==> src/logic/alu_exec_pkg.sv <==
/* widths, in-flight id count, vector types, operation enums and packed
   bundles shared by the ALU execution subsystem. */
`default_nettype none

package alu_exec_pkg;

    localparam int xlen = 32;               // operand and result width.
    localparam int max_inflight_count = 4;  // ids that can be in flight at once.
    localparam int id_width = 2;            // log2 of the in-flight count.
    localparam int shamt_width = 5;         // shift amount bits taken from rs2.

    typedef logic [xlen-1:0] data_t;                     // operand or result.
    typedef logic [xlen:0] ext_data_t;                   // extended for the carry chain.
    typedef logic [id_width-1:0] inst_id_t;              // instruction id.
    typedef logic [max_inflight_count-1:0] id_mask_t;    // one bit per id.

    // issued functions, encodings match the stimulus op codes.
    typedef enum logic [3:0] {
        alu_op_add  = 4'd0,
        alu_op_sub  = 4'd1,
        alu_op_slt  = 4'd2,
        alu_op_sltu = 4'd3,
        alu_op_xor  = 4'd4,
        alu_op_or   = 4'd5,
        alu_op_and  = 4'd6,
        alu_op_sll  = 4'd7,
        alu_op_srl  = 4'd8,
        alu_op_sra  = 4'd9
    } alu_issue_op_t;

    typedef enum logic [1:0] {
        alu_logic_xor = 2'b00,
        alu_logic_or  = 2'b01,
        alu_logic_and = 2'b10,
        alu_logic_add = 2'b11   // plain add or subtract.
    } alu_logic_op_t;

    typedef enum logic [1:0] {
        alu_add_sub = 2'b00,
        alu_slt     = 2'b01,
        alu_rshift  = 2'b10,
        alu_lshift  = 2'b11
    } alu_result_op_t;

    typedef struct packed {
        alu_issue_op_t op;
        data_t rs1;
        data_t rs2;
    } alu_issue_t;

    typedef struct packed {
        ext_data_t in1;           // rs1, extended.
        ext_data_t in2;           // rs2, extended.
        data_t shifter_in;
        logic subtract;
        logic arith;              // sign fill on right shifts.
        logic lshift;
        alu_logic_op_t logic_op;
        alu_result_op_t op;       // result mux select.
    } alu_inputs_t;

    typedef struct packed {
        inst_id_t id;
        data_t rd;
    } alu_wb_t;

endpackage

`default_nettype wire

==> src/logic/wb_queue.sv <==
/* in-order queue of completed ids, four entries with a count, driving
   the writeback port from the result bank. */
`default_nettype none

module wb_queue (
    input  logic                    clk,
    input  logic                    arst_n,
    input  alu_exec_pkg::id_mask_t  done_next_cycle,
    input  logic                    wb_hold,
    input  alu_exec_pkg::data_t     rd,
    output alu_exec_pkg::inst_id_t  wb_read_id,
    output logic                    wb_valid,
    output alu_exec_pkg::alu_wb_t   wb,
    output alu_exec_pkg::inst_id_t  pop_id
);
    import alu_exec_pkg::*;

    inst_id_t id_fifo [max_inflight_count];   // depth equals id count.
    inst_id_t head;                           // wraps with the id width.
    inst_id_t tail;
    logic [id_width:0] count;                 // 0 to 4 entries.
    logic push;
    logic pop;
    logic full;
    inst_id_t push_id;

    assign push = |done_next_cycle;
    assign full = (count == (id_width+1)'(max_inflight_count));

    // one-hot to index.
    always_comb begin
        push_id = '0;
        for (int i = 0; i < max_inflight_count; i++) begin
            if (done_next_cycle[i]) begin
                push_id = inst_id_t'(i);
            end
        end
    end

    always_ff @(posedge clk) begin
        if (push) begin
            id_fifo[tail] <= push_id;
        end
    end

    always_ff @(posedge clk or negedge arst_n) begin
        if (!arst_n) begin
            head <= '0;
            tail <= '0;
            count <= '0;
        end else begin
            if (push) tail <= tail + 1'b1;
            if (pop) head <= head + 1'b1;
            case ({push, pop})
                2'b10: count <= count + 1'b1;
                2'b01: count <= count - 1'b1;
                default: count <= count;       // both or neither.
            endcase
        end
    end

    // head goes out whenever something is waiting and the sink is not holding.
    assign pop = (count != '0) && !wb_hold;
    assign wb_valid = pop;
    assign wb_read_id = id_fifo[head];        // bank read address.
    assign pop_id = id_fifo[head];
    assign wb.id = id_fifo[head];
    assign wb.rd = rd;

    // ids in the queue are all busy in the pool, so a fifth push cannot come.
    a_no_overflow: assert property (
        @(posedge clk) disable iff (!arst_n) push |-> !full
    ) else $error("wb_queue: push while full");

endmodule

`default_nettype wire

==> config.mk <==
export PLATFORM = sky130hd
export DESIGN_NAME = wb_queue
export DESIGN_NICKNAME = d
export VERILOG_FILES = /design/src/logic/alu_exec_pkg.sv /design/src/logic/wb_queue.sv
export SDC_FILE = /design/constraint.sdc
export NUM_CORES = 1
export LEC_CHECK = 0
export ABC_AREA = 1
export BUFFER_PORTS_ARGS = -buffer_cell sky130_fd_sc_hd__buf_4
export CORE_ASPECT_RATIO = 1.2
export CORE_UTILIZATION = 41
export DETAILED_ROUTE_END_ITERATION = 8
export GPL_TIMING_DRIVEN = 0
export PLACE_DENSITY = 0.8
export SLEW_MARGIN = 30
export SYNTH_ARGS = -nofsm -noshare
export SYNTH_HDL_FRONTEND = slang
export SYNTH_SLANG_ARGS = --single-unit
==> constraint.sdc <==
create_clock -name clk -period 1.7 [get_ports clk]
set_input_delay 0.17 -clock clk [delete_from_list [all_inputs] [get_ports clk]]
set_output_delay 0.17 -clock clk [all_outputs]
set_load 0.01 [all_outputs]
==> impl_metrics.py <==
metrics = {
    "outcome": {
        "status": "completed",
    },
    "cells_and_area": {
        "syn2layout_area_growth_pct": 41.07,
        "antennaDiodeCount": 0,
        "layout.nets": 222,
        "drive_gt1_share_pct": 60.23,
        "fillers": 214,
        "layout_commonest_cell": "buf_4",
        "final_cell_mix": "buf_4, nand2_1, inv_1",
        "fin_area_um2": 1551,
    },
    "worst_setup_path": {
        "path_class": "reg2reg",
        "ff2ff_path_depth": 8,
        "arrival_ps": 1800,
        "r2r_end": "count[1]$_DFFE_PN0P_",
        "critPathMaxFanout": 4,
        "endpoint_kind": "flip-flop",
        "required_ps": 1920,
        "reg2reg_from": "count[1]$_DFFE_PN0P_",
        "ff2ff_setup_slack_ps": 120,
        "start_kind": "flip-flop",
    },
    "global_route": {
        "antenna_found_initial": 0,
        "grt_overflow": 0,
        "grt_pass1_wl_um": 3339,
        "grt_max_degree": 11,
        "grt_pass1_vias": 842,
        "grt_use_total_pct": 15.13,
    },
    "timing": {
        "relSlewSlack_pct": 74.75,
        "setup_viol": 0,
        "drv_slew": 0,
        "tightest_slew_ps": 374.8,
        "hold_slack_ps": 168.2,
        "clock_skew_ps": 5.121,
        "fin_crit_sh_pct": 92.88,
        "max_freq_mhz": 633.3,
        "period_minus_slack_ps": 1579,
        "hold_viol": 0,
        "rsz0062_at_grt": "false",
    },
    "floorplanning": {
        "die_w_um": 49.28,
        "ios": 78,
        "die_area_um2": 2894,
        "core_um2": 2527,
        "rows": 20,
        "start_util_pct": 43.51,
        "dieHeight_um": 58.74,
    },
    "routing": {
        "dr.max_layer_used": "met4",
        "firstDrtPassIters": 4,
        "post_drt_via_cell_ratio": 4.349,
        "routed-wl-met2_um": 1167,
        "ant_nets": 0,
        "vias": 909,
        "m1WireLength_um": 697,
        "route.met3.wl_um": 262,
        "drc_errors": 0,
        "wl_um": 2153,
        "wl_per_cell_um": 10.30,
        "dr.first_iter.drc_count": 8,
    },
    "yosys": {
        "synthAdderAreaFrac_pct": 7.509,
        "synth_edf_count": 8,
        "synthXorXnorAreaFrac_pct": 0.7964,
        "synth_mux_area_share_pct": 0,
        "yosys.area.top_type": "buf_4",
        "yosys.area_share.simple_pct": 16.95,
        "yosysSeqAreaShare_pct": 37.77,
        "synth_top_family_by_area": "buffers and inverters",
        "synth_compound_area_share_pct": 3.641,
        "synth.ff_latch_count": 15,
        "syn_area_um2": 1100,
        "ys_top_cells_by_area": "buf_4, edfxtp_1, dfrtp_1",
        "synth_fp_nets": 170,
        "synthArstFlopShare_pct": 46.67,
        "synth_ff_type": "edfxtp_1",
        "syn_area_per_cell_um2": 8.798,
        "ys_warn_count": 0,
        "synthDistinctLibCells": 18,
        "syn-instance-count": 125,
        "yosysTopAreaCellShare_pct": 24.57,
    },
    "hold_path": {
        "hold_path_class": "in2reg",
        "hold_start": "wb_hold",
        "whs_path_depth": 4,
        "hold_end": "head[1]$_DFFE_PN0P_",
    },
    "flow_run": {
        "maxCapViolCount": 0,
    },
    "clock_network": {
        "tritoncts": "built",
        "cts_sinks": 15,
        "clock_path_buffers": 2,
        "clkTransAtPathRegs_ps": 90,
        "cts_root_buffer": "clkbuf_4",
        "cts_max_level": 1,
        "clock_latency_ps": 290,
        "cts_made_buffers": 3,
    },
    "power": {
        "switchingPower_mw": 0.7174,
        "switching_share_pct": 38.47,
        "power_frac_comb_pct": 57.4,
        "p_leak_nw": 0.8317,
        "pwr-share-seq_pct": 31.8,
        "powerDensity_nw_per_um2": 1202,
        "pwr-share-clk_pct": 10.8,
        "total_power_mw": 1.865,
        "internal-power_mw": 1.147,
        "ir_drop_mv": 0.8948,
    },
    "placement": {
        "place.port_buffers": 45,
        "place_area_um2": 1479,
        "gp_congestion": 0.6844,
        "dpl.hpwl_um": 1874,
    },
}
[stage by stage]
step | std cells | utilization, % | setup WS [ps] | TNS, ps
after CTS | 209 | 60.30 | 8.113 | 0
after global placement | 203 | 58.51 | 76.05 | 0
final | 209 | 61.39 | 121.0 | 0
after floorplan | 125 | - | 99.85 | 0
after global routing | 209 | 61.39 | 16.00 | 0
after detailed placement | 203 | 58.51 | -3.682 | -3.682
[synth_stat cells, types with 2 or more instances]
| cell | n |
|---|---|
| nand4_1 | 3 |
| o211ai_1 | 4 |
| edfxtp_1 | 8 |
| ha_1 | 5 |
| dfrtp_1 | 7 |
| inv_2 | 5 |
| inv_1 | 19 |
| buf_4 | 36 |
| nand2_1 | 22 |
| nand3_1 | 3 |
| nor2_2 | 5 |
| o21ai_0 | 2 |
[power by group through the flow]
stage / sequential (mW) / clock, mW / combinational (mW)
2_1_floorplan: 0.589 / 0 / 0.656
6_report: 0.593 / 0.201 / 1.07
3_5_place_dp: 0.605 / 0 / 1.01
3_3_place_gp: 0.600 / 0 / 0.968
4_1_cts: 0.595 / 0.199 / 1.04
5_1_grt: 0.605 / 0.225 / 1.19
[state kept, by name (all words and copies together), names as in the netlist]
signal / flops
count: 3
head: 2
id_fifo: 8
tail: 2
[area by class of cell]
class,count,area (um2),share of cell area (%)
tap,33,41.29,2.661
inverter,25,96.34,6.210
buffer,36,270.3,17.42
multi-input combinational,49,345.3,22.26
sequential,15,415.4,26.77
clock inverter,1,5.005,0.3226
timing repair buffer,47,355.3,22.90
clock buffer,3,22.52,1.452
[worst max path at each step]
stage | from | end
after CTS | count[1]$_DFFE_PN0P_ | count[2]$_DFFE_PN0P_
after detailed placement | count[0]$_DFFE_PN0P_ | count[2]$_DFFE_PN0P_
after global routing | head[0]$_DFFE_PN0P_ | wb_read_id[0]
after floorplan | count[0]$_DFFE_PN0P_ | count[2]$_DFFE_PN0P_
final | count[1]$_DFFE_PN0P_ | count[1]$_DFFE_PN0P_
after global placement | count[0]$_DFFE_PN0P_ | count[2]$_DFFE_PN0P_
[what timing repair did]
action,in CTS,in global routing
endpoints found under the setup margin,2,2
pin swaps,0,0
hold buffers,1,0
resized for setup,1,8
endpoints found under the hold margin,7,0
buffers inserted,1,0
[critical path, stage by stage (launching register included)]
cell,delay (ps)
dfrtp_1,400
inv_2,100
nand3_4,90
nand2_2,80
inv_2,50
ha_4,160
inv_2,60
fa_2,420
o21ai_1,150
[per-layer routing]
metal	vias up	GRT usage, %
li1	452	-
met1	401	13.82
met2	54	30.72
met3	2	4.134
met4	0	6.303
met5	-	0
[kinds of logic after synthesis]
group,Yosys count
compound gates,6
simple gates,36
xor+xnor,1
buf+inv,61
flops,15
fa+ha+maj,6
No activity file was read; power rests on OpenSTA's default activity.
