**config.mk**
```make
export PLATFORM = sky130hd
export DESIGN_NAME = alu_unit
export DESIGN_NICKNAME = d
export VERILOG_FILES = /design/src/logic/alu_exec_pkg.sv /design/src/logic/barrel_shifter.sv /design/src/logic/alu_unit.sv
export SDC_FILE = /design/constraint.sdc
export NUM_CORES = 1
export LEC_CHECK = 0
export BUFFER_PORTS_ARGS = -buffer_cell sky130_fd_sc_hd__buf_2
export CAP_MARGIN = 25
export CORE_MARGIN = 2
export CORE_UTILIZATION = 32
export CTS_CLUSTER_SIZE = 16
export DETAILED_ROUTE_END_ITERATION = 12
export GPL_TIMING_DRIVEN = 0
export PLACE_DENSITY = 0.52
export SLEW_MARGIN = 20
export SYNTH_ARGS = -nofsm -noshare
export SYNTH_HDL_FRONTEND = slang
export SYNTH_SLANG_ARGS = --single-unit
```
**constraint.sdc**
```tcl
create_clock -name clk -period 5.7 [get_ports clk]
set_input_delay 0.57 -clock clk [delete_from_list [all_inputs] [get_ports clk]]
set_output_delay 0.57 -clock clk [all_outputs]
set_load 0.02 [all_outputs]
```
**src/logic/alu_exec_pkg.sv**
```systemverilog
/* widths, in-flight id count, vector types, operation enums and packed
   bundles shared by the ALU execution subsystem. */
`default_nettype none

package alu_exec_pkg;

    localparam int xlen = 32;               // operand and result width.
    localparam int max_inflight_count = 4;  // ids that can be in flight at once.
    localparam int id_width = 2;            // log2 of the in-flight count.
    localparam int shamt_width = 5;         // shift amount bits taken from rs2.

    typedef logic [xlen-1:0] data_t;                     // operand or result.
    typedef logic [xlen:0] ext_data_t;                   // extended for the carry chain.
    typedef logic [id_width-1:0] inst_id_t;              // instruction id.
    typedef logic [max_inflight_count-1:0] id_mask_t;    // one bit per id.

    // issued functions, encodings match the stimulus op codes.
    typedef enum logic [3:0] {
        alu_op_add  = 4'd0,
        alu_op_sub  = 4'd1,
        alu_op_slt  = 4'd2,
        alu_op_sltu = 4'd3,
        alu_op_xor  = 4'd4,
        alu_op_or   = 4'd5,
        alu_op_and  = 4'd6,
        alu_op_sll  = 4'd7,
        alu_op_srl  = 4'd8,
        alu_op_sra  = 4'd9
    } alu_issue_op_t;

    typedef enum logic [1:0] {
        alu_logic_xor = 2'b00,
        alu_logic_or  = 2'b01,
        alu_logic_and = 2'b10,
        alu_logic_add = 2'b11   // plain add or subtract.
    } alu_logic_op_t;

    typedef enum logic [1:0] {
        alu_add_sub = 2'b00,
        alu_slt     = 2'b01,
        alu_rshift  = 2'b10,
        alu_lshift  = 2'b11
    } alu_result_op_t;

    typedef struct packed {
        alu_issue_op_t op;
        data_t rs1;
        data_t rs2;
    } alu_issue_t;

    typedef struct packed {
        ext_data_t in1;           // rs1, extended.
        ext_data_t in2;           // rs2, extended.
        data_t shifter_in;
        logic subtract;
        logic arith;              // sign fill on right shifts.
        logic lshift;
        alu_logic_op_t logic_op;
        alu_result_op_t op;       // result mux select.
    } alu_inputs_t;

    typedef struct packed {
        inst_id_t id;
        data_t rd;
    } alu_wb_t;

endpackage

`default_nettype wire

```
**src/logic/barrel_shifter.sv**
```systemverilog
/* logarithmic 32-bit shifter, right logical or arithmetic, with left
   shifts done by reversing the word around the same levels. */
`default_nettype none

module barrel_shifter (
    input  alu_exec_pkg::data_t                      shifter_input,
    input  logic [alu_exec_pkg::shamt_width-1:0]     shift_amount,
    input  logic                                     arith,
    input  logic                                     lshift,
    output alu_exec_pkg::data_t                      shifted_resultr,
    output alu_exec_pkg::data_t                      shifted_resultl
);
    import alu_exec_pkg::*;

    data_t pre_shift;                   // input, reversed for left shifts.
    data_t level [0:shamt_width];       // one entry per stage boundary.
    logic fill;

    always_comb begin
        for (int i = 0; i < xlen; i++) begin
            pre_shift[i] = lshift ? shifter_input[xlen-1-i] : shifter_input[i];
        end
    end

    assign fill = arith & shifter_input[xlen-1];   // sign fill only for sra.
    assign level[0] = pre_shift;

    // stage s moves the word right by 2**s when its amount bit is set.
    for (genvar s = 0; s < shamt_width; s++) begin : g_level
        assign level[s+1] = shift_amount[s] ?
            {{(2**s){fill}}, level[s][xlen-1:2**s]} : level[s];
    end

    assign shifted_resultr = level[shamt_width];

    always_comb begin
        for (int i = 0; i < xlen; i++) begin
            shifted_resultl[i] = level[shamt_width][xlen-1-i];   // undo reversal.
        end
    end

endmodule

`default_nettype wire

```
**src/logic/alu_unit.sv**
```systemverilog
/* single-cycle ALU with a shared carry chain for add, sub, compare and logic,
   barrel shifter, result mux, id-indexed result bank and done mask. */
`default_nettype none

module alu_unit (
    input  logic                        clk,
    input  logic                        arst_n,
    input  alu_exec_pkg::alu_inputs_t   alu_inputs,
    input  logic                        new_request,
    input  alu_exec_pkg::inst_id_t      instruction_id,
    input  alu_exec_pkg::id_mask_t      instruction_id_one_hot,
    input  alu_exec_pkg::inst_id_t      writeback_instruction_id,
    output alu_exec_pkg::id_mask_t      done_next_cycle,
    output alu_exec_pkg::data_t         rd
);
    import alu_exec_pkg::*;

    ext_data_t adder_in1;
    ext_data_t adder_in2;
    logic [xlen+1:0] sum_full;      // carry-in rides in the low bit.
    ext_data_t add_sub_result;
    data_t rshift_result;
    data_t lshift_result;
    data_t result;
    data_t rd_bank [max_inflight_count];

    // logic ops are formed up front and passed through the adder with a zero.
    always_comb begin
        case (alu_inputs.logic_op)
            alu_logic_xor: adder_in1 = alu_inputs.in1 ^ alu_inputs.in2;
            alu_logic_or:  adder_in1 = alu_inputs.in1 | alu_inputs.in2;
            alu_logic_and: adder_in1 = alu_inputs.in1 & alu_inputs.in2;
            alu_logic_add: adder_in1 = alu_inputs.in1;
        endcase
        if (alu_inputs.logic_op == alu_logic_add) begin
            adder_in2 = alu_inputs.in2 ^ {(xlen+1){alu_inputs.subtract}};  // invert for sub.
        end else begin
            adder_in2 = '0;
        end
    end

    // both low bits set on subtract gives the +1 of two's complement.
    assign sum_full = {adder_in1, alu_inputs.subtract} + {adder_in2, alu_inputs.subtract};
    assign add_sub_result = sum_full[xlen+1:1];

    barrel_shifter u_shifter (
        .shifter_input   (alu_inputs.shifter_in),
        .shift_amount    (alu_inputs.in2[shamt_width-1:0]),   // low 5 bits of rs2.
        .arith           (alu_inputs.arith),
        .lshift          (alu_inputs.lshift),
        .shifted_resultr (rshift_result),
        .shifted_resultl (lshift_result)
    );

    always_comb begin
        case (alu_inputs.op)
            alu_add_sub: result = add_sub_result[xlen-1:0];
            alu_slt:     result = {{(xlen-1){1'b0}}, add_sub_result[xlen]};  // borrow out.
            alu_rshift:  result = rshift_result;
            alu_lshift:  result = lshift_result;
        endcase
    end

    // result parks here until its id reaches the head of the queue.
    always_ff @(posedge clk) begin
        if (new_request) begin
            rd_bank[instruction_id] <= result;
        end
    end

    assign rd = rd_bank[writeback_instruction_id];
    assign done_next_cycle = instruction_id_one_hot & {max_inflight_count{new_request}};

    // the one-hot grant must be a single bit naming the same entry as the id.
    a_done_onehot: assert property (
        @(posedge clk) disable iff (!arst_n)
        new_request |-> done_next_cycle == (id_mask_t'(1) << instruction_id)
    ) else $error("alu_unit: done_next_cycle does not match instruction_id");

endmodule

`default_nettype wire

```
==> results.md <==
- The global routing usage summed across all routing layers is 0.175.
- The routed length on met1 is 15.1 mm.
- The first global-routing pass estimated 51.7 mm of wire.
- The initial antenna violation count is 3.
- The worst supply voltage drop on vdd is 0.215 mV.
- With fillers left out, the area of the finished cells amounts to ~0.014 sq mm.
- The CTS tree is done.
- For this run, the number of Yosys warnings is 0.
- In the final layout, flip-flops and latches occupy 0.00384 sq mm.
- The max-slew violation count came to 0.
- The critical path goes through clkbuf_1, buf_1, clkbuf_1, mux4_2, ha_1, clkbuf_1, nand4_1, nor4_1, o211ai_1, a31oi_1, a21oi_1, o31ai_1, xnor2_1, o221ai_1.
- The flow ran to the end, and the final reports show no timing, DRC or antenna violations.
- The floorplan row count is 69.
- The final worst slack is 0.518 ns.
- The total standard cell area after synthesis is between 0.01 and 0.015 sq mm.
- The slowest stage of the critical path belongs to the cell sky130_fd_sc_hd__buf_1.
- The clock sink total is 128.
- STA puts the critical path data required time at 5.83 ns.
- The total number of nets in the final design is 1447.
- The data arrival time at the worst-slack endpoint is 5.31 ns.
- The number of setup buffers added after CTS is 0.
- Using the TritonRoute via totals, the vias-per-cell ratio works out to around 5.4.
- The number of enable-type register cells in the synthesized netlist is between 100 and 150.
- The number of gates resized after CTS is 0.
- Timing would allow up to 193 MHz.
- In this run the worst setup path begins at alu_inputs[2].
- The amount of wire on met3 after detailed routing is 1.99 mm.
- The filler cell count in the final layout is 3539.
- Synthesis produced 1061 cells.
- Dividing the synthesized area by the synthesized cell count gives about 11 sq um.
- The share of layout cells above drive strength 1 is 0.251.
- The instance count on the critical path is 14.
- The number of nets in the synthesized netlist is 1276.
- The number of buffers and inverters on the critical path is 4.
- Compared with the post-synthesis result, the final layout area differs by 17.7%.
- Summed over all nets, the half-perimeter wirelength after detailed placement is 27.1 mm.
- Routability-driven placement finished with a final weighted congestion of 0.948.
- Timing analysis after detailed placement gives a worst setup slack of -0.0573 ns.
- The number of flip-flops in the largest register is around 130.
- The root buffer cell chosen for the clock tree is sky130_fd_sc_hd__clkbuf_16.
- The leading cell type in the layout, fill and taps excluded is sky130_fd_sc_hd__buf_2.
- Setup violations remaining at the end of the flow were counted as 0.
- The count of nets left with antenna violations after detail routing is 0.
- The CTS clock-pin slew for the worst setup and hold paths is 0.05 ns.
- Yosys mapped the design onto between 60 and 70 distinct sky130hd cell types.
- The cell area after placement is 0.0130 sq mm.
- The leakage power is 5.47 nW.
- Hold is met by 0.558 ns.
- The total iterations of the first detailed-routing run is 7.
- The number of global-route vias before repair was 8877.
- The startpoint-to-endpoint class of the critical path is in -> reg.
- After detailed routing, the number of remaining DRC violations is 0.
- The violation count after the first detailed-routing iteration is 729.
- Power spread over the standard cell area amounts to 239 mW/mm^2.
- The floorplan core area is 0.0356 sq mm.
- The share of the Yosys chip area taken by registers is 0.332.
- The transition time at the pin with the least slew margin is roughly 0.91 ns.
- The primary flip-flop cell chosen by synthesis mapping is sky130_fd_sc_hd__edfxtp_1.
- The headroom to the max-slew limit is 0.394.
- The highest metal layer with signal wires is met5.
- The total number of H-tree levels is 4.
- The die width is between 150 and 200 um.
- The most numerous cell on the critical path is sky130_fd_sc_hd__clkbuf_1.
- The async set or reset register ratio after synthesis is 0.
- In the final routed layout, each cell accounts on average for just under 20 um.
- The biggest cell delay along the critical path is ~0.70 ns.
- The number of buffers created by CTS is 17.
- The die height is 194 um.
- The number of top-level design ports is 152.
- Detailed routing placed a total of 15.7 mm of wire on met2.
- For this block, the via count after detailed routing is 9142.
- The most flop-heavy register is rd_bank.
- The longest clock path from root to sink contains 2 buffers.
- The largest registers in the layout are rd_bank x128.
- After clock tree synthesis, the flow added hold-fix buffers numbering 0.
- The die covers roughly 0.038 sq mm.
- Counting flops and latches in the post-synthesis netlist gives 128.
- In the layout the commonest cells are sky130_fd_sc_hd__buf_2 (156), sky130_fd_sc_hd__edfxtp_1 (128), sky130_fd_sc_hd__inv_1 (113).
- Setup repair after global routing left no endpoint under its margin.
- The largest fanout on the critical path is 10.
- Of the available clock period, the critical path in the final layout requires 0.909.
- The hold violation count in the final report is 0.
- The pin count of the biggest net entering global routing is 27.
- The cell class contributing the biggest share of worst-path delay is buffers and inverters.
- The min-delay analysis places its worst path in the category in -> reg.
- Summed over all layers, the routed wires come to 33.2 mm.
- The multi-input gate area in the final layout is 0.00700 sq mm.
- The worst setup path is launched from an input port.
- The total congestion overflow is 0.
- Following the worst setup path forward leads to its endpoint at rd_bank[1][31].
- Max-cap violations in this run came to 0.
- STA classifies the critical path endpoint as a flip-flop.
- The initial utilization of the core area, before any placement, comes to 0.325.
- The port buffer count is 144.
- The shortest clock period the worst path allows after layout is approximately 5.2 ns.
==> logic make-up after synthesis <==
logic type | Yosys count | synth area share
compound gates | 225 | 0.127
flops | 128 | 0.332
fa+ha+maj | 99 | 0.108
mux | 140 | 0.238
simple gates | 224 | 0.0834
xor+xnor | 62 | 0.0469
buf+inv | 183 | 0.0648
==> power breakdown <==
group	total (W)	switching, W	internal, W
Clock	0.00112	0.000357	0.000765
Combinational	0.00100	0.000595	0.000406
Sequential	0.00114	0.0000118	0.00113
Total	0.00326	0.000964	0.00230
==> layer usage <==
metal / GRT usage / up-vias
met5: 0 / -
met4: 0.0317 / 4
met3: 0.0290 / 28
met2: 0.290 / 309
met1: 0.244 / 4471
li1: - / 4330
==> synthesized netlist by cell type (all sizes together), types with 21 or more instances <==
cell type / instances / area (sq um)
edfxtp: 128 / 3840
ha: 98 / 1230
a21oi: 58 / 290
mux4: 101 / 2320
inv: 113 / 424
nor2: 77 / 289
o21ai: 52 / 264
buf: 34 / 190
xnor2: 50 / 438
nand2: 90 / 338
clkbuf: 36 / 135
o211ai: 21 / 158
==> through the flow <==
stage	total power, W	cells	utilization	TNS, ns
after global placement	0.00214	1666	0.362	-0.301
after global routing	0.00342	1707	0.383	0
final	0.00326	1707	0.383	0
after floorplan	0.00182	1061	-	0
after CTS	0.00329	1705	0.383	0
after detailed placement	0.00215	1673	0.365	-0.229
==> final cells by class <==
type                    count  area share
multi-input cells         750       0.513
flip-flops and latches    128       0.282
repair buffers            152      0.0612
well taps                 461      0.0423
clock buffers              18      0.0315
inverters                 113      0.0311
plain buffers              70      0.0239
clock inverters            14      0.0143
diodes                      1    0.000184
==> worst min-delay path by stage <==
stage,startpoint,to,slack (ns),depth (start not counted)
after detailed placement,instruction_id[1],rd_bank[0][23],0.95,2
after global routing,instruction_id[1],rd_bank[0][5],0.55,2
after floorplan,alu_inputs[1],rd_bank[0][30],1.05,4
after CTS,instruction_id[1],rd_bank[0][5],0.53,2
after global placement,rd_bank[2][4],rd[4],1.23,2
final,instruction_id[1],rd_bank[0][4],0.56,2
Power figures use the tool's default switching activity.
