`src/logic/alu_exec_pkg.sv`:
```
/* widths, in-flight id count, vector types, operation enums and packed
   bundles shared by the ALU execution subsystem. */
`default_nettype none

package alu_exec_pkg;

    localparam int xlen = 32;               // operand and result width.
    localparam int max_inflight_count = 4;  // ids that can be in flight at once.
    localparam int id_width = 2;            // log2 of the in-flight count.
    localparam int shamt_width = 5;         // shift amount bits taken from rs2.

    typedef logic [xlen-1:0] data_t;                     // operand or result.
    typedef logic [xlen:0] ext_data_t;                   // extended for the carry chain.
    typedef logic [id_width-1:0] inst_id_t;              // instruction id.
    typedef logic [max_inflight_count-1:0] id_mask_t;    // one bit per id.

    // issued functions, encodings match the stimulus op codes.
    typedef enum logic [3:0] {
        alu_op_add  = 4'd0,
        alu_op_sub  = 4'd1,
        alu_op_slt  = 4'd2,
        alu_op_sltu = 4'd3,
        alu_op_xor  = 4'd4,
        alu_op_or   = 4'd5,
        alu_op_and  = 4'd6,
        alu_op_sll  = 4'd7,
        alu_op_srl  = 4'd8,
        alu_op_sra  = 4'd9
    } alu_issue_op_t;

    typedef enum logic [1:0] {
        alu_logic_xor = 2'b00,
        alu_logic_or  = 2'b01,
        alu_logic_and = 2'b10,
        alu_logic_add = 2'b11   // plain add or subtract.
    } alu_logic_op_t;

    typedef enum logic [1:0] {
        alu_add_sub = 2'b00,
        alu_slt     = 2'b01,
        alu_rshift  = 2'b10,
        alu_lshift  = 2'b11
    } alu_result_op_t;

    typedef struct packed {
        alu_issue_op_t op;
        data_t rs1;
        data_t rs2;
    } alu_issue_t;

    typedef struct packed {
        ext_data_t in1;           // rs1, extended.
        ext_data_t in2;           // rs2, extended.
        data_t shifter_in;
        logic subtract;
        logic arith;              // sign fill on right shifts.
        logic lshift;
        alu_logic_op_t logic_op;
        alu_result_op_t op;       // result mux select.
    } alu_inputs_t;

    typedef struct packed {
        inst_id_t id;
        data_t rd;
    } alu_wb_t;

endpackage

`default_nettype wire

```
`src/logic/id_pool.sv`:
```
/* instruction id free list, busy mask with lowest-free grant and
   release on writeback. */
`default_nettype none

module id_pool (
    input  logic                    clk,
    input  logic                    arst_n,
    input  logic                    issue_accept,
    input  logic                    release_valid,
    input  alu_exec_pkg::inst_id_t  release_id,
    output logic                    issue_ready,
    output alu_exec_pkg::inst_id_t  free_id,
    output alu_exec_pkg::id_mask_t  free_id_one_hot
);
    import alu_exec_pkg::*;

    id_mask_t busy;
    id_mask_t free_mask;
    id_mask_t grant_mask;
    id_mask_t release_mask;

    assign free_mask = ~busy;
    assign issue_ready = |free_mask;
    assign free_id_one_hot = free_mask & (~free_mask + id_mask_t'(1));  // lowest set bit.

    // scan down so the lowest free id wins.
    always_comb begin
        free_id = '0;
        for (int i = max_inflight_count - 1; i >= 0; i--) begin
            if (free_mask[i]) begin
                free_id = inst_id_t'(i);
            end
        end
    end

    assign grant_mask = issue_accept ? free_id_one_hot : '0;
    assign release_mask = release_valid ? (id_mask_t'(1) << release_id) : '0;

    // a grant and a release at one edge touch different ids.
    always_ff @(posedge clk or negedge arst_n) begin
        if (!arst_n) begin
            busy <= '0;                                  // all ids free.
        end else begin
            busy <= (busy | grant_mask) & ~release_mask;
        end
    end

    a_release_busy: assert property (
        @(posedge clk) disable iff (!arst_n) release_valid |-> busy[release_id]
    ) else $error("id_pool: id %0d released while free", release_id);

    a_grant_free: assert property (
        @(posedge clk) disable iff (!arst_n) issue_accept |-> issue_ready && !busy[free_id]
    ) else $error("id_pool: issue accepted with no free id");

endmodule

`default_nettype wire

```
`config.mk`:
```
export PLATFORM = sky130hd
export DESIGN_NAME = id_pool
export DESIGN_NICKNAME = d
export VERILOG_FILES = /design/src/logic/alu_exec_pkg.sv /design/src/logic/id_pool.sv
export SDC_FILE = /design/constraint.sdc
export NUM_CORES = 1
export LEC_CHECK = 0
export BUFFER_PORTS_ARGS = -buffer_cell sky130_fd_sc_hd__buf_2
export CAP_MARGIN = 20
export CORE_AREA = 2 2 39 41
export DETAILED_ROUTE_END_ITERATION = 6
export DIE_AREA = 0 0 41 43
export GPL_ROUTABILITY_DRIVEN = 1
export PLACE_DENSITY = 0.44
export SYNTH_ARGS = -nofsm -noshare
export SYNTH_HDL_FRONTEND = slang
export SYNTH_SLANG_ARGS = --single-unit
```
`constraint.sdc`:
```
create_clock -name clk -period 0.8 [get_ports clk]
set_input_delay 0.16 -clock clk [delete_from_list [all_inputs] [get_ports clk]]
set_output_delay 0.16 -clock clk [all_outputs]
set_load 0.05 [all_outputs]
```
==> qor.yml, run 1 <==
grt_usage_pct: 8.073
initial_core_util_pct: 14.92
yosysSeqAreaShare_pct: 48.48
numCtsBuffers: 3
drtPass1Iterations: 4
grt_start_max_net_pins: 6
final_hold_viol_count: 0
place_inst: 55
numPortBuffers: 12
largest_reg_flops: 4
violations: "negative setup slack"
setup_ws_ns: -0.4719
synthTopCellsByCount: "a31oi_1 (5), dfrtp_1 (4), a21oi_1 (3), inv_1 (3), nor2_1 (3)"
cp_slowest_cell: "dfrtp_1"
final.fill_count: 149
synthesis.nets: 29
ys_ff_latch: 4
fin_cells: 62
drv_cap: 0
fp-row-count: 14
p_per_area_nw_per_um2: 2489
avgSynthCellArea_um2: 8.976
drv_slew: 0
die-area_um2: 1763
required_ns: 0.64
dpl.hpwl_um: 458.8
synth_cell_types: 10
post_dp_cell_area_um2: 349.1
clock_skew_ns: 0.003024
synthArstFlopShare_pct: 100.0
syn-cell-area_um2: 206.4
timing_worst_slew_pin_value_ns: 0.2056
crit_top_cell: "buf_6"
yosysWarnings: 0
yosysMostFrequentCell: "a31oi_1"
min_period_ns: 1.272
clk_latency_ns: 0.24
hold_path_class: "primary input to flip-flop"
vias: 275
max_stage_delay_ns: 0.38
vias_per_cell: 4.435
synth_edf_count: 0
grt_pass1_wl_um: 917
cp_cell_sequence: "buf_6 > nor3b_4 > buf_6"
period_share_pct: 159.0
area_growth_pct: 142.4
regMostFlops: "busy"
path_class: "flip-flop to primary output"
cts_tree: "yes"
num_io_pins: 13
die_y_um: 43
synth.area.top_cells: "dfrtp_1 (48%), a31oi_1 (15%), a21oi_1 (7.3%)"
ys.flop_type: "dfrtp_1"
whs_ns: 0.1328
worstPathMaxFanout: 4
n_antenna_cell: 0
coreArea_um2: 1384
drive_gt1_share_pct: 69.57
worstSetupEndpointType: "primary output"
relSlewSlack_pct: 86.28
ant_nets: 0
setup_violations: 11
stdcell_area_um2: 500.5
fin_nets: 53
reg.largest.list: "busy: 4 flops"
clkSinkCount: 4
cts_root_buf: "clkbuf_4"
ir_worst_vdd_v: 0.0008680
multiInputGateArea_um2: 162.7
die_x_um: 41
grt_pass1_vias: 231
first_iter_violations: 11
cp.arrival_ns: 1.11
rsz0062_at_grt: "yes"
grt.overflow.total: 0
htree_num_levels: 1
wl_per_cell_um: 10.52
status: "finished, violations left"
yosysTopAreaCellShare_pct: 48.48
seqCellArea_um2: 102.6
leakage_nw: 0.2196
place_ws_ns: -0.3516
yosysTopAreaCell: "dfrtp_1"
cp_top_family: "flip-flops"
path_buf_inv: 2
drc: 0
routabilityCongestion: 0.6673
netlist_instances: 23
clockBufferDepth: 2
cts.clk_slew.worst_paths_ns: 0.04
start_kind: "flip-flop"
routed_wl_um: 652
post-route-util_pct: 36.17
fmax_mhz: 786.2
antenna_found_initial: 0
-- worst register-to-register path, cell delays in order (launching register included) --
cell and delay (ns):
dfrtp_2 0.40, buf_6 0.14, buf_6 0.11, buf_6 0.11, a41oi_1 0.19, a31oi_1 0.06
-- cells by family after synthesis --
group                  Yosys count  share of synthesized area (%)
AO/OA/AOI/OAI                    9                          26.67
AND/OR/NAND/NOR                  7                          19.39
buffers and inverters            3                          5.454
flip-flops                       4                          48.49
-- power breakdown --
group / internal (mW) / switching (mW) / leakage [nW]
Sequential: 0.237 / 0.0381 / 0.0413
Combinational: 0.301 / 0.392 / 0.163
Clock: 0.188 / 0.0904 / 0.0150
-- worst paths after layout --
| path | from | endpoint | slack (ns) | cells after the start |
|---|---|---|---|---|
| setup reg to reg | busy[1] | busy[3] | -0.33 | 5 |
| max in group asynchronous | arst_n | busy[2] | 0.40 | 2 |
| min in group asynchronous | arst_n | busy[0] | 0.27 | 2 |
| hold reg to reg | busy[3] | busy[3] | 0.69 | 3 |
| hold / removal | release_id[0] | busy[1] | 0.13 | 2 |
| setup / recovery | busy[3] | free_id_one_hot[3] | -0.47 | 3 |
-- stage by stage --
stage	setup TNS [ns]	power, mW
CTS	-3.556	1.220
global route	-4.191	1.306
detailed placement	-2.286	0.7810
global placement	-2.220	0.7809
finish	-3.727	1.246
floorplan	-2.637	0.6354
-- layout make-up --
class / count / area share (%)
well taps: 16 / 4.000
repair buffers: 19 / 35.50
inverters: 3 / 2.250
flip-flops and latches: 4 / 20.50
clock buffers: 4 / 5.250
multi-input cells: 16 / 32.50
-- layer usage --
| layer | GRT usage [%] | up-vias | routed length, µm |
|---|---|---|---|
| li1 | - | 131 | - |
| met1 | 9.477 | 126 | 258 |
| met2 | 11.25 | 18 | 332 |
| met3 | 1.571 | 0 | 62 |
| met4 | 8.000 | 0 | 0 |
| met5 | 0 | - | 0 |
-- timing repair --
action	CTS	global route
hold buffers	1	0
endpoints found under the hold margin	4	0
gates cloned	0	0
setup endpoints to repair	11	11
pin swaps	4	2
buffers inserted	1	1
resized for setup	21	5
-- cells in the final DEF, fill, tap and decap left out, types with 2 or more instances in the layout --
master	count
clkbuf_4	3
buf_2	5
inv_1	3
dfrtp_2	2
buf_4	2
a31oi_1	4
dfrtp_1	2
buf_6	10
a21oi_4	2
(Power assumes the default switching activity.)
==> run 2: changes to the inputs <==
TNS_END_PERCENT = 20   (was unset)
==> qor.yml, run 2 (synthesis gave the netlist of run 1 again) <==
numPortBuffers: 12
die_y_um: 43
min_period_ns: 1.257
drc: 0
drtPass1Iterations: 4
r2r_slack_ns: -0.15
routabilityCongestion: 0.6170
hold_path_class: "primary input to flip-flop"
internal_power_mw: 0.7017
fin_nets: 52
clockBufferDepth: 2
whs_path_depth: 2
seq_power_share_pct: 22.4
violations: "negative setup slack"
start_kind: "flip-flop"
htree_num_levels: 1
initial_core_util_pct: 14.92
fmax_mhz: 795.5
p_per_area_nw_per_um2: 2578
area_growth_pct: 127.3
clock_skew_ns: 0.003910
first_iter_violations: 2
numCtsBuffers: 3
cts_tree: "yes"
drv_slew: 0
period_share_pct: 157.1
leakage_nw: 0.2087
drv_cap: 0
status: "finished, violations left"
rsz0062_at_grt: "yes"
grt.overflow.total: 0
path_class: "flip-flop to primary output"
post-route-util_pct: 33.91
whs_ns: 0.1272
grt_pass1_wl_um: 945
worstPathMaxFanout: 4
setup_violations: 11
worstSetupEndpoint: "free_id_one_hot[3]"
num_io_pins: 13
post_dp_cell_area_um2: 356.6
final_hold_viol_count: 0
cts_root_buf: "clkbuf_4"
grt_pass1_vias: 243
r2r.worst_path.cells: 3
power.total_mw: 1.210
cts.clk_slew.worst_paths_ns: 0.04
regMostFlops: "busy"
clk_latency_ns: 0.24
cts_setup_buffers: 0
timing_worst_slew_pin_value_ns: 0.2158
stdcell_area_um2: 469.2
relSlewSlack_pct: 85.60
vias: 262
ir_worst_vdd_v: 0.0007753
wl_per_cell_um: 10.39
setup_ws_ns: -0.4571
largest_reg_flops: 4
coreArea_um2: 1384
ant_nets: 0
p_sw_share_pct: 42.00
grt_usage_pct: 7.972
antenna_found_initial: 0
pwr-share-clk_pct: 22.7
fp-row-count: 14
rr_startpoint: "busy[2]"
reg.largest.list: "busy: 4 flops"
grt_start_max_net_pins: 7
required_ns: 0.64
reg2reg_to: "busy[2]"
worstSetupEndpointType: "primary output"
netSwitchingPower_mw: 0.5080
dpl.hpwl_um: 480.2
final_common_cell: "buf_6"
clkSinkCount: 4
die_x_um: 41
crit_start: "busy[3]"
fin_cells: 61
drive_gt1_share_pct: 71.11
routed_wl_um: 634
n_antenna_cell: 0
cp.arrival_ns: 1.10
vias_per_cell: 4.295
place_inst: 56
final_cell_mix: "buf_6 (8), buf_2 (5), a31oi_1 (4), buf_4 (4)"
comb_power_share_pct: 54.9
die-area_um2: 1763
-- run 2: repair_timing --
| item | 4_1_cts | 5_1_grt |
|---|---|---|
| hold endpoints to repair | 4 | 0 |
| setup endpoints to repair | 11 | 11 |
| hold buffers | 1 | 0 |
| gates cloned | 0 | 0 |
| resized for setup | 20 | 1 |
| pin swaps | 3 | 0 |
-- run 2: final cells by class --
cell class | instances | area, µm²
fill | 155 | 914.6
inverter | 3 | 11.26
sequential | 4 | 102.6
timing repair buffer | 18 | 155.1
tap | 16 | 20.02
clock buffer | 4 | 26.28
multi-input combinational | 16 | 153.9
-- run 2: power by group through the flow --
stage / clock (mW) / sequential [mW] / combinational, mW
detailed placement: 0 / 0.261 / 0.533
global route: 0.297 / 0.276 / 0.706
floorplan: 0 / 0.290 / 0.345
finish: 0.275 / 0.271 / 0.664
CTS: 0.291 / 0.271 / 0.656
global placement: 0 / 0.261 / 0.530
-- run 2: how the worst min path moves through the flow --
stage	end	startpoint	slack, ns
6_report	busy[1]	release_id[0]	0.13
5_1_grt	busy[1]	release_id[0]	0.14
4_1_cts	busy[1]	release_id[0]	0.12
3_5_place_dp	busy[3]	arst_n	-0.03
3_3_place_gp	busy[3]	arst_n	-0.03
2_1_floorplan	busy[0]	arst_n	-0.14
-- run 2: worst max-delay path: stages (launching register included) --
cell,delay (ns)
dfrtp_1,0.38
buf_6,0.14
nor3b_4,0.17
buf_6,0.18
-- run 2: per-layer routing --
| metal | share of wire (%) | GRT usage, % |
|---|---|---|
| met5 | 0 | 0 |
| met4 | 0 | 6.000 |
| met3 | 11 | 1.571 |
| met2 | 49 | 10.94 |
| met1 | 40 | 10.46 |
-- run 2: metrics by stage --
| step | setup slack, ns | setup TNS, ns |
|---|---|---|
| CTS | -0.4765 | -3.430 |
| finish | -0.4571 | -3.362 |
| global placement | -0.3006 | -2.162 |
| global route | -0.5205 | -3.887 |
| detailed placement | -0.3354 | -2.208 |
| floorplan | -0.4651 | -2.638 |
